===== config.mk =====
export PLATFORM = sky130hd
export DESIGN_NAME = conflict_serializer
export DESIGN_NICKNAME = d
export VERILOG_FILES = /design/src/verilog/serializer_cfg_pkg.sv /design/src/verilog/serializer_task_pkg.sv /design/src/verilog/conflict_serializer.sv /design/src/verilog/core_arbiter.sv /design/src/verilog/lowbit_select.sv /design/src/verilog/ready_list.sv /design/src/verilog/running_hint_table.sv
export SDC_FILE = /design/constraint.sdc
export NUM_CORES = 1
export LEC_CHECK = 0
export BUFFER_PORTS_ARGS = -buffer_cell sky130_fd_sc_hd__buf_2
export CAP_MARGIN = 25
export CELL_PAD_IN_SITES_DETAIL_PLACEMENT = 1
export CELL_PAD_IN_SITES_GLOBAL_PLACEMENT = 1
export CORE_AREA = 2 2 188 190
export DETAILED_ROUTE_END_ITERATION = 10
export DIE_AREA = 0 0 190 192
export PLACE_DENSITY_LB_ADDON = 0.1
export SYNTH_ARGS = -nofsm -noshare
export SYNTH_HDL_FRONTEND = slang
export SYNTH_HIERARCHICAL = 1
export SYNTH_SLANG_ARGS = --single-unit

===== constraint.sdc =====
create_clock -name clk -period 6.75 [get_ports clk]
set_input_delay 1.0125 -clock clk [delete_from_list [all_inputs] [get_ports clk]]
set_output_delay 1.0125 -clock clk [all_outputs]
set_load 0.005 [all_outputs]

===== src/verilog/serializer_cfg_pkg.sv =====
package serializer_cfg_pkg;

   // worker cores served by one serializer
   localparam int NUM_CORES = 4;

   // width of a core index
   localparam int LOG_NUM_CORES = 2;

   // ready list depth, kept a power of two
   localparam int LOG_READY_LIST_SIZE = 3;
   localparam int READY_LIST_SIZE = 2 ** LOG_READY_LIST_SIZE;

   // occupancy at which almost_full is raised toward the task queue
   localparam int ALMOST_FULL_THRESHOLD = READY_LIST_SIZE - 4;

   // highest occupancy at which a new task is still taken in
   localparam int FULL_THRESHOLD = READY_LIST_SIZE - 1;

endpackage


===== src/verilog/serializer_task_pkg.sv =====
package serializer_task_pkg;

   // conflict key, two tasks with equal hints never run together
   localparam int HINT_WIDTH = 16;

   // top bit marks a read-only task, stripped before comparison
   typedef logic [HINT_WIDTH-1:0] hint_t;

   localparam int TASK_TYPE_WIDTH = 2;
   localparam int N_TASK_TYPES = 2 ** TASK_TYPE_WIDTH;

   typedef logic [TASK_TYPE_WIDTH-1:0] task_type_t;

   // index of a worker core
   typedef logic [serializer_cfg_pkg::LOG_NUM_CORES-1:0] core_id_t;

   // slot in the commit queue that owns the task
   typedef logic [4:0] cq_slot_t;

endpackage

===== src/verilog/conflict_serializer.sv =====
`timescale 1ns/1ps

module conflict_serializer (
   input  logic                                   clk,
   input  logic                                   rstn,
   // core side
   input  logic [serializer_cfg_pkg::NUM_CORES-1:0] s_arvalid,
   input  serializer_task_pkg::task_type_t [serializer_cfg_pkg::NUM_CORES-1:0] s_araddr,
   output logic [serializer_cfg_pkg::NUM_CORES-1:0] s_rvalid,
   output serializer_task_pkg::task_type_t        s_rdata_ttype,
   output serializer_task_pkg::hint_t             s_rdata_hint,
   output serializer_task_pkg::cq_slot_t          s_cq_slot,
   input  logic                                   finished_task_valid,
   input  serializer_task_pkg::core_id_t          finished_task_core,
   // task queue side
   input  logic                                   m_valid,
   input  serializer_task_pkg::task_type_t        m_ttype,
   input  serializer_task_pkg::hint_t             m_hint,
   input  serializer_task_pkg::cq_slot_t          m_cq_slot,
   output logic                                   m_ready,
   output logic                                   almost_full,
   output logic                                   all_cores_idle
);

   import serializer_cfg_pkg::*;
   import serializer_task_pkg::*;

   logic [READY_LIST_SIZE-1:0]       entry_valid;
   logic [READY_LIST_SIZE-1:0]       entry_conflict;
   task_type_t [READY_LIST_SIZE-1:0] entry_ttype;
   logic                             grant_valid;
   core_id_t                         grant_core;
   logic [LOG_READY_LIST_SIZE-1:0]   grant_slot;
   logic                             enq_conflict_running;
   logic                             release_valid;
   hint_t                            release_hint;
   logic                             list_empty;

   core_arbiter i_core_arbiter (
      .clk            (clk),
      .rstn           (rstn),
      .s_arvalid      (s_arvalid),
      .s_araddr       (s_araddr),
      .entry_valid    (entry_valid),
      .entry_conflict (entry_conflict),
      .entry_ttype    (entry_ttype),
      .s_rvalid       (s_rvalid),
      .grant_valid    (grant_valid),
      .grant_core     (grant_core),
      .grant_slot     (grant_slot)
   );

   ready_list i_ready_list (
      .clk                  (clk),
      .rstn                 (rstn),
      .m_valid              (m_valid),
      .m_ttype              (m_ttype),
      .m_hint               (m_hint),
      .m_cq_slot            (m_cq_slot),
      .m_ready              (m_ready),
      .enq_conflict_running (enq_conflict_running),
      .grant_valid          (grant_valid),
      .grant_slot           (grant_slot),
      .release_valid        (release_valid),
      .release_hint         (release_hint),
      .entry_valid          (entry_valid),
      .entry_conflict       (entry_conflict),
      .entry_ttype          (entry_ttype),
      .s_rdata_ttype        (s_rdata_ttype),
      .s_rdata_hint         (s_rdata_hint),
      .s_cq_slot            (s_cq_slot),
      .almost_full          (almost_full),
      .list_empty           (list_empty)
   );

   // incoming hint with the read-only bit dropped
   running_hint_table i_running_hint_table (
      .clk                  (clk),
      .rstn                 (rstn),
      .s_rvalid             (s_rvalid),
      .s_rdata_hint         (s_rdata_hint),
      .enq_hint             ({1'b0, m_hint[HINT_WIDTH-2:0]}),
      .finished_task_valid  (finished_task_valid),
      .finished_task_core   (finished_task_core),
      .list_empty           (list_empty),
      .enq_conflict_running (enq_conflict_running),
      .release_valid        (release_valid),
      .release_hint         (release_hint),
      .all_cores_idle       (all_cores_idle)
   );

endmodule


===== src/verilog/core_arbiter.sv =====
`timescale 1ns/1ps

module core_arbiter (
   input  logic                                                     clk,
   input  logic                                                     rstn,
   input  logic [serializer_cfg_pkg::NUM_CORES-1:0]                 s_arvalid,
   input  serializer_task_pkg::task_type_t [serializer_cfg_pkg::NUM_CORES-1:0] s_araddr,
   input  logic [serializer_cfg_pkg::READY_LIST_SIZE-1:0]           entry_valid,
   input  logic [serializer_cfg_pkg::READY_LIST_SIZE-1:0]           entry_conflict,
   input  serializer_task_pkg::task_type_t [serializer_cfg_pkg::READY_LIST_SIZE-1:0]
                                                                    entry_ttype,
   output logic [serializer_cfg_pkg::NUM_CORES-1:0]                 s_rvalid,
   output logic                                                     grant_valid,
   output serializer_task_pkg::core_id_t                            grant_core,
   output logic [serializer_cfg_pkg::LOG_READY_LIST_SIZE-1:0]       grant_slot
);

   import serializer_cfg_pkg::*;
   import serializer_task_pkg::*;

   // entries that may be handed out, independent of their type
   logic [READY_LIST_SIZE-1:0] entry_free;

   // per task type, the entries a request of that type could take
   logic [N_TASK_TYPES-1:0][READY_LIST_SIZE-1:0] type_ready;

   logic [NUM_CORES-1:0]           can_take;
   core_id_t                       core_sel;
   logic                           core_found;
   logic [READY_LIST_SIZE-1:0]     entry_cand;
   logic [LOG_READY_LIST_SIZE-1:0] entry_sel;
   logic                           entry_found;

   for (genvar j = 0; j < READY_LIST_SIZE; j++) begin : g_entry
      // the slot handed out last cycle leaves the list at this edge
      assign entry_free[j] = entry_valid[j] & ~entry_conflict[j] &
                             ~(grant_valid & (int'(grant_slot) == j));
      for (genvar t = 0; t < N_TASK_TYPES; t++) begin : g_type
         assign type_ready[t][j] = entry_free[j] & (entry_ttype[j] == task_type_t'(t));
      end
   end

   for (genvar k = 0; k < NUM_CORES; k++) begin : g_core
      // a core just served is skipped for one cycle
      assign can_take[k] = s_arvalid[k] & (|type_ready[s_araddr[k]]) &
                           ~(grant_valid & (int'(grant_core) == k));
      assign s_rvalid[k] = grant_valid & (int'(grant_core) == k);
   end

   lowbit_select #(
      .IN_WIDTH  (NUM_CORES),
      .OUT_WIDTH (LOG_NUM_CORES)
   ) i_core_select (
      .in    (can_take),
      .out   (core_sel),
      .found (core_found)
   );

   assign entry_cand = type_ready[s_araddr[core_sel]];

   // oldest eligible entry of the winning core's type
   lowbit_select #(
      .IN_WIDTH  (READY_LIST_SIZE),
      .OUT_WIDTH (LOG_READY_LIST_SIZE)
   ) i_entry_select (
      .in    (entry_cand),
      .out   (entry_sel),
      .found (entry_found)
   );

   always_ff @(posedge clk) begin
      if (!rstn) begin
         grant_valid <= 1'b0;
      end else begin
         grant_valid <= core_found & entry_found;
      end
   end

   always_ff @(posedge clk) begin
      grant_core <= core_sel;
      // entries above last cycle's grant move down one place at this edge
      if (grant_valid && (entry_sel > grant_slot)) begin
         grant_slot <= entry_sel - 1'b1;
      end else begin
         grant_slot <= entry_sel;
      end
   end

endmodule


===== src/verilog/lowbit_select.sv =====
`timescale 1ns/1ps

module lowbit_select #(
   parameter int IN_WIDTH  = 8,
   parameter int OUT_WIDTH = 3
) (
   input  logic [IN_WIDTH-1:0]  in,
   output logic [OUT_WIDTH-1:0] out,
   output logic                 found
);

   // scan from the top so the lowest set bit is the last one written
   always_comb begin
      out   = '0;
      found = 1'b0;
      for (int i = IN_WIDTH - 1; i >= 0; i--) begin
         if (in[i]) begin
            out   = OUT_WIDTH'(i);
            found = 1'b1;
         end
      end
   end

endmodule


===== src/verilog/ready_list.sv =====
`timescale 1ns/1ps

module ready_list (
   input  logic                                               clk,
   input  logic                                               rstn,
   input  logic                                               m_valid,
   input  serializer_task_pkg::task_type_t                    m_ttype,
   input  serializer_task_pkg::hint_t                         m_hint,
   input  serializer_task_pkg::cq_slot_t                      m_cq_slot,
   output logic                                               m_ready,
   input  logic                                               enq_conflict_running,
   input  logic                                               grant_valid,
   input  logic [serializer_cfg_pkg::LOG_READY_LIST_SIZE-1:0] grant_slot,
   input  logic                                               release_valid,
   input  serializer_task_pkg::hint_t                         release_hint,
   output logic [serializer_cfg_pkg::READY_LIST_SIZE-1:0]     entry_valid,
   output logic [serializer_cfg_pkg::READY_LIST_SIZE-1:0]     entry_conflict,
   output serializer_task_pkg::task_type_t [serializer_cfg_pkg::READY_LIST_SIZE-1:0]
                                                              entry_ttype,
   output serializer_task_pkg::task_type_t                    s_rdata_ttype,
   output serializer_task_pkg::hint_t                         s_rdata_hint,
   output serializer_task_pkg::cq_slot_t                      s_cq_slot,
   output logic                                               almost_full,
   output logic                                               list_empty
);

   import serializer_cfg_pkg::*;
   import serializer_task_pkg::*;

   hint_t                                  enq_hint;
   logic                                   enq;
   logic                                   enq_conflict;
   hint_t [READY_LIST_SIZE-1:0]            entry_hint;
   cq_slot_t [READY_LIST_SIZE-1:0]         entry_cq_slot;
   logic [READY_LIST_SIZE-1:0]             list_match;
   logic [READY_LIST_SIZE-1:0]             release_match;
   logic [READY_LIST_SIZE-1:0]             release_clear;
   logic [LOG_READY_LIST_SIZE-1:0]         insert_sel;
   logic                                   insert_found;
   logic [LOG_READY_LIST_SIZE-1:0]         release_sel;
   logic                                   release_found;
   logic [LOG_READY_LIST_SIZE:0]           occupancy;

   // contents of the next entry up, used when the list shifts down
   logic [READY_LIST_SIZE-1:0]             up_valid;
   logic [READY_LIST_SIZE-1:0]             up_conflict;
   task_type_t [READY_LIST_SIZE-1:0]       up_ttype;
   hint_t [READY_LIST_SIZE-1:0]            up_hint;
   cq_slot_t [READY_LIST_SIZE-1:0]         up_cq_slot;

   // read-only and read-write accesses to one hint must still serialize
   assign enq_hint = {1'b0, m_hint[HINT_WIDTH-2:0]};

   // first free entry, the list is kept packed toward entry 0
   lowbit_select #(
      .IN_WIDTH  (READY_LIST_SIZE),
      .OUT_WIDTH (LOG_READY_LIST_SIZE)
   ) i_insert_select (
      .in    (~entry_valid),
      .out   (insert_sel),
      .found (insert_found)
   );

   // oldest entry waiting on the released hint
   lowbit_select #(
      .IN_WIDTH  (READY_LIST_SIZE),
      .OUT_WIDTH (LOG_READY_LIST_SIZE)
   ) i_release_select (
      .in    (release_match),
      .out   (release_sel),
      .found (release_found)
   );

   assign m_ready = m_valid & insert_found & (occupancy <= FULL_THRESHOLD);
   assign enq = m_valid & m_ready;
   assign enq_conflict = (|list_match) | enq_conflict_running;

   assign up_valid    = entry_valid >> 1;
   assign up_conflict = (entry_conflict & ~release_clear) >> 1;
   assign up_ttype    = entry_ttype >> TASK_TYPE_WIDTH;
   assign up_hint     = entry_hint >> HINT_WIDTH;
   assign up_cq_slot  = entry_cq_slot >> $bits(cq_slot_t);

   for (genvar i = 0; i < READY_LIST_SIZE; i++) begin : g_entry
      logic shift_here;
      logic load_here;

      assign list_match[i]    = entry_valid[i] & (entry_hint[i] == enq_hint);
      assign release_match[i] = release_valid & entry_valid[i] & (entry_hint[i] == release_hint);
      assign release_clear[i] = release_found & (int'(release_sel) == i);

      // on a dequeue the new task lands one place below the free slot
      assign shift_here = grant_valid & (int'(grant_slot) <= i);
      assign load_here  = enq & (shift_here ? (int'(insert_sel) == i + 1)
                                            : (int'(insert_sel) == i));

      always_ff @(posedge clk) begin
         if (!rstn) begin
            entry_valid[i]    <= 1'b0;
            entry_conflict[i] <= 1'b0;
         end else if (load_here) begin
            entry_valid[i]    <= 1'b1;
            entry_conflict[i] <= enq_conflict;
         end else if (shift_here) begin
            entry_valid[i]    <= up_valid[i];
            entry_conflict[i] <= up_conflict[i];
         end else if (release_clear[i]) begin
            entry_conflict[i] <= 1'b0;
         end
      end

      always_ff @(posedge clk) begin
         if (load_here) begin
            entry_ttype[i]   <= m_ttype;
            entry_hint[i]    <= enq_hint;
            entry_cq_slot[i] <= m_cq_slot;
         end else if (shift_here) begin
            entry_ttype[i]   <= up_ttype[i];
            entry_hint[i]    <= up_hint[i];
            entry_cq_slot[i] <= up_cq_slot[i];
         end
      end
   end

   always_ff @(posedge clk) begin
      if (!rstn) begin
         occupancy <= '0;
      end else begin
         case ({enq, grant_valid})
            2'b10:   occupancy <= occupancy + 1'b1;
            2'b01:   occupancy <= occupancy - 1'b1;
            default: occupancy <= occupancy;
         endcase
      end
   end

   assign almost_full = (occupancy >= ALMOST_FULL_THRESHOLD);
   assign list_empty  = ~|entry_valid;

   // slot picked last cycle, still in place until this edge
   assign s_rdata_ttype = entry_ttype[grant_slot];
   assign s_rdata_hint  = entry_hint[grant_slot];
   assign s_cq_slot     = entry_cq_slot[grant_slot];

endmodule


===== src/verilog/running_hint_table.sv =====
`timescale 1ns/1ps

module running_hint_table (
   input  logic                                   clk,
   input  logic                                   rstn,
   input  logic [serializer_cfg_pkg::NUM_CORES-1:0] s_rvalid,
   input  serializer_task_pkg::hint_t             s_rdata_hint,
   input  serializer_task_pkg::hint_t             enq_hint,
   input  logic                                   finished_task_valid,
   input  serializer_task_pkg::core_id_t          finished_task_core,
   input  logic                                   list_empty,
   output logic                                   enq_conflict_running,
   output logic                                   release_valid,
   output serializer_task_pkg::hint_t             release_hint,
   output logic                                   all_cores_idle
);

   import serializer_cfg_pkg::*;
   import serializer_task_pkg::*;

   // hint of the task on each core, all compared at once
   hint_t [NUM_CORES-1:0] running_hint;
   logic [NUM_CORES-1:0]  running_valid;
   logic [NUM_CORES-1:0]  finishing;
   logic [NUM_CORES-1:0]  hint_hit;

   for (genvar k = 0; k < NUM_CORES; k++) begin : g_core
      assign finishing[k] = finished_task_valid & (int'(finished_task_core) == k);

      // a core finishing now no longer blocks the incoming task
      assign hint_hit[k] = running_valid[k] & (running_hint[k] == enq_hint) & ~finishing[k];

      always_ff @(posedge clk) begin
         if (!rstn) begin
            running_valid[k] <= 1'b0;
         end else if (s_rvalid[k]) begin
            running_valid[k] <= 1'b1;
         end else if (finishing[k]) begin
            running_valid[k] <= 1'b0;
         end
      end

      always_ff @(posedge clk) begin
         if (s_rvalid[k]) begin
            running_hint[k] <= s_rdata_hint;
         end
      end
   end

   assign enq_conflict_running = |hint_hit;

   assign release_valid = finished_task_valid & running_valid[finished_task_core];
   assign release_hint  = running_hint[finished_task_core];

   // nothing listed and nothing in flight
   assign all_cores_idle = list_empty & ~|running_valid;

endmodule


==> flow_metrics.tcl <==
set metrics [dict create \
    p_leak_nw 6.19 \
    postRouteAntennaNets 0 \
    layout_commonest_cell "edfxtp_1" \
    dr.pass1.iters 7 \
    die_y_um 192 \
    wl_per_cell_um 27.9 \
    cts-root-buf "clkbuf_16" \
    clk_latency_ns 0.59 \
    rsz0062_at_grt "false" \
    mostFrequentLayoutCells "240 x edfxtp_1, 218 x xnor2_1, 145 x mux2_2" \
    crit_arrival_ns 6.35 \
    r2r_cells 20 \
    dp_hpwl_mm 39.2 \
    reg2reg_slack_ns 0.86 \
    post-cts-setup-buffers 0 \
    clock_sinks 270 \
    max_freq_mhz 170 \
    skew_ns 0.0182 \
    worst_slew_pin_slew_ns 1.03 \
    drc 0 \
    h-tree-depth 1 \
    synth_cell_types 78 \
    status "finished, final reports clean" \
    ys.warnings.count 6 \
    core_area_um2 34300 \
    cp_slowest_cell "mux4_2" \
    netlist_top_cells_area "edfxtp_1 41%, xnor2_1 11%, mux2_2 9.3%" \
    hold_depth 2 \
    hold_viol_final 0 \
    die_area_um2 36500 \
    cts_resized 0 \
    area_growth_pct 9.23 \
    yosys_most_used_dff "edfxtp_1" \
    io_pins 71 \
    r2r-end "i_core_arbiter/grant_slot[2]" \
    yosys.area.top_type_share_pct 40.8 \
    power_density_nw_per_um2 353 \
    drive_above_1_share_pct 25.5 \
    final.fill_count 3447 \
    routed_wl_mm 54.0 \
    grt_use_total_pct 30.0 \
    critPathKind "reg -> reg" \
    clockBufferDepth 3 \
    cts_tree "yes" \
    clkTransAtPathRegs_ns 0.06 \
    overflow 0 \
    fin_crit_sh_pct 87.3 \
    setup_tns_ns 0 \
    route.detailed.vias_per_inst 6.28 \
    synthCells 1424 \
    grt_first_pass_wirelength_mm 81.5 \
    synth-edff-count 240 \
    finish.utilization_pct 56.2 \
    drv_cap 0 \
    synth-async-reset-ratio_pct 0 \
    startpoint_type "flop" \
    fin_nets 1502 \
    path_max_fanout 24 \
    rows 68 \
    post-route-min-period_ns 5.89 \
    min_from "i_ready_list/occupancy[2]" \
    place.gp.congestion 0.921 \
    num_vias 12100 \
    antenna_found_initial 0 \
    grt_start_max_net_pins 27 \
    portBuffers 68 \
    synth_largest_area_cell "edfxtp_1" \
    hp-class "reg -> reg" \
    r2r_start "i_core_arbiter/grant_slot[0]" \
    slew_viol_final 0 \
    worstHoldEndpoint "i_ready_list/occupancy[2]" \
    ir_drop_mv 0.231 \
    grt_pass1_vias 12800 \
    dr.first_iter.drc_count 891 \
    crit_required_ns 7.20 \
    total_power_mw 6.80 \
    synth.avg_cell_area_um2 12.4 \
    syn_area_um2 17600 \
    hold_buffers 0 \
    maxSlewHeadroom_pct 30.6 \
    initial_core_util_pct 51.5 \
    ys_ff_latch 270 \
    critPathCaptureType "flop" \
    slowest_delay_ns 0.73 \
    setup_violations 0 \
    cts_buffers 31 \
    synth-seq-area-share_pct 44.3 \
    antenna_cells 0 \
    die_width_um 190 \
    worstPathCellList "buf_4 -> nand4bb_1 -> nand4_1 -> and4_1 -> and3_1 -> a311oi_1 -> and3_1 -> nor2_1 -> nor3_1 -> mux4_2 -> xor2_1 -> nor3_1 -> nor2_1 -> a211oi_1 -> ha_1 -> nand3_1 -> nand2_1 -> a21oi_1 -> nand2_1 -> xnor2_1" \
]
-- sequential cells by signal, indices dropped and copies added, names as in the netlist, 4 cells and up --
register,count
i_ready_list/entry_conflict,8
i_ready_list/entry_hint,120
i_ready_list/occupancy,4
i_running_hint_table/running_hint,64
i_running_hint_table/running_valid,4
i_ready_list/entry_cq_slot,40
i_ready_list/entry_valid,8
i_ready_list/entry_ttype,16
-- routing by layer --
metal  global-route usage (%)  share of wire, %
met5                        0                 0
met4                     9.36               3.0
met3                     3.34               5.2
met2                     51.3                49
met1                     40.1                43
-- Yosys cell counts, types with 3 or more instances --
cell,n
edfxtp_1,240
xnor2_1,218
mux2_2,145
xor2_1,111
nand4_1,66
mux4_2,61
nor4_1,51
nand2_1,48
nor2_1,40
buf_2,39
inv_1,34
mux2_1,33
dfxtp_1,30
and2_1,24
clkbuf_1,24
nand3_1,23
a21oi_1,22
nor2b_1,21
nor3_1,18
buf_4,17
o21ai_0,16
nand4b_1,12
buf_6,11
o21a_1,9
ha_1,7
and3_1,6
o21bai_1,6
clkbuf_2,5
a211oi_1,4
a31oi_1,4
mux2i_1,4
o41ai_1,4
or3_1,4
a21oi_2,3
buf_1,3
nand2b_1,3
nand4bb_1,3
nor4_2,3
o31ai_1,3
or2_2,3
-- how the worst max path moves through the flow --
stage	to	startpoint	slack [ns]
after floorplan	i_core_arbiter/grant_slot[2]	i_core_arbiter/grant_valid	1.08
after global placement	i_core_arbiter/grant_slot[2]	i_core_arbiter/grant_slot[0]	1.05
after detailed placement	i_core_arbiter/grant_slot[2]	i_core_arbiter/grant_slot[0]	0.85
after CTS	i_core_arbiter/grant_slot[2]	i_core_arbiter/grant_slot[0]	0.79
after global routing	i_core_arbiter/grant_slot[2]	i_core_arbiter/grant_slot[0]	0.25
final	i_core_arbiter/grant_slot[2]	i_core_arbiter/grant_slot[0]	0.86
-- stage by stage --
step | hold WS [ns] | instances | setup slack [ns] | area, um2
after detailed placement | 0.509 | 1875 | 0.847 | 18300
after CTS | 0.519 | 1932 | 0.791 | 19200
after floorplan | 0.480 | 1427 | 1.08 | 17700
after global routing | 0.589 | 1933 | 0.245 | 19300
final | 0.514 | 1933 | 0.857 | 19300
after global placement | 0.505 | 1873 | 1.05 | 18200
-- critical path: cells and delay by family (launching register included) --
kind,cells,cell delay (ns)
simple gates,12,2.45
compound gates,3,1.03
mux,1,0.73
flops,1,0.45
buf+inv,1,0.45
xor+xnor,2,0.32
fa+ha+maj,1,0.32
-- logic make-up after synthesis --
| logic type | count (synthesis) | share of synthesized area (%) |
|---|---|---|
| flops | 270 | 44.3 |
| xor+xnor | 331 | 16.5 |
| fa+ha+maj | 7 | 0.496 |
| other cells | 2 | 0.0426 |
| simple gates | 344 | 11.4 |
| buf+inv | 133 | 3.97 |
| compound gates | 92 | 3.68 |
| mux | 245 | 19.7 |
-- report_power, final --
group	total, mW	leakage (nW)	switching (mW)	internal, mW
registers	2.71	2.41	0.370	2.34
logic	2.42	3.30	1.33	1.09
clock network	1.67	0.485	0.693	0.978
-- cell type report --
type / count / area [um2] / area share (%)
inverters: 34 / 128 / 0.662
clock inverters: 14 / 148 / 0.766
multi-input cells: 1024 / 9200 / 47.7
well taps: 455 / 569 / 2.95
repair buffers: 93 / 576 / 2.99
flip-flops and latches: 270 / 7810 / 40.5
clock buffers: 43 / 841 / 4.36
(Power assumes the default switching activity.)
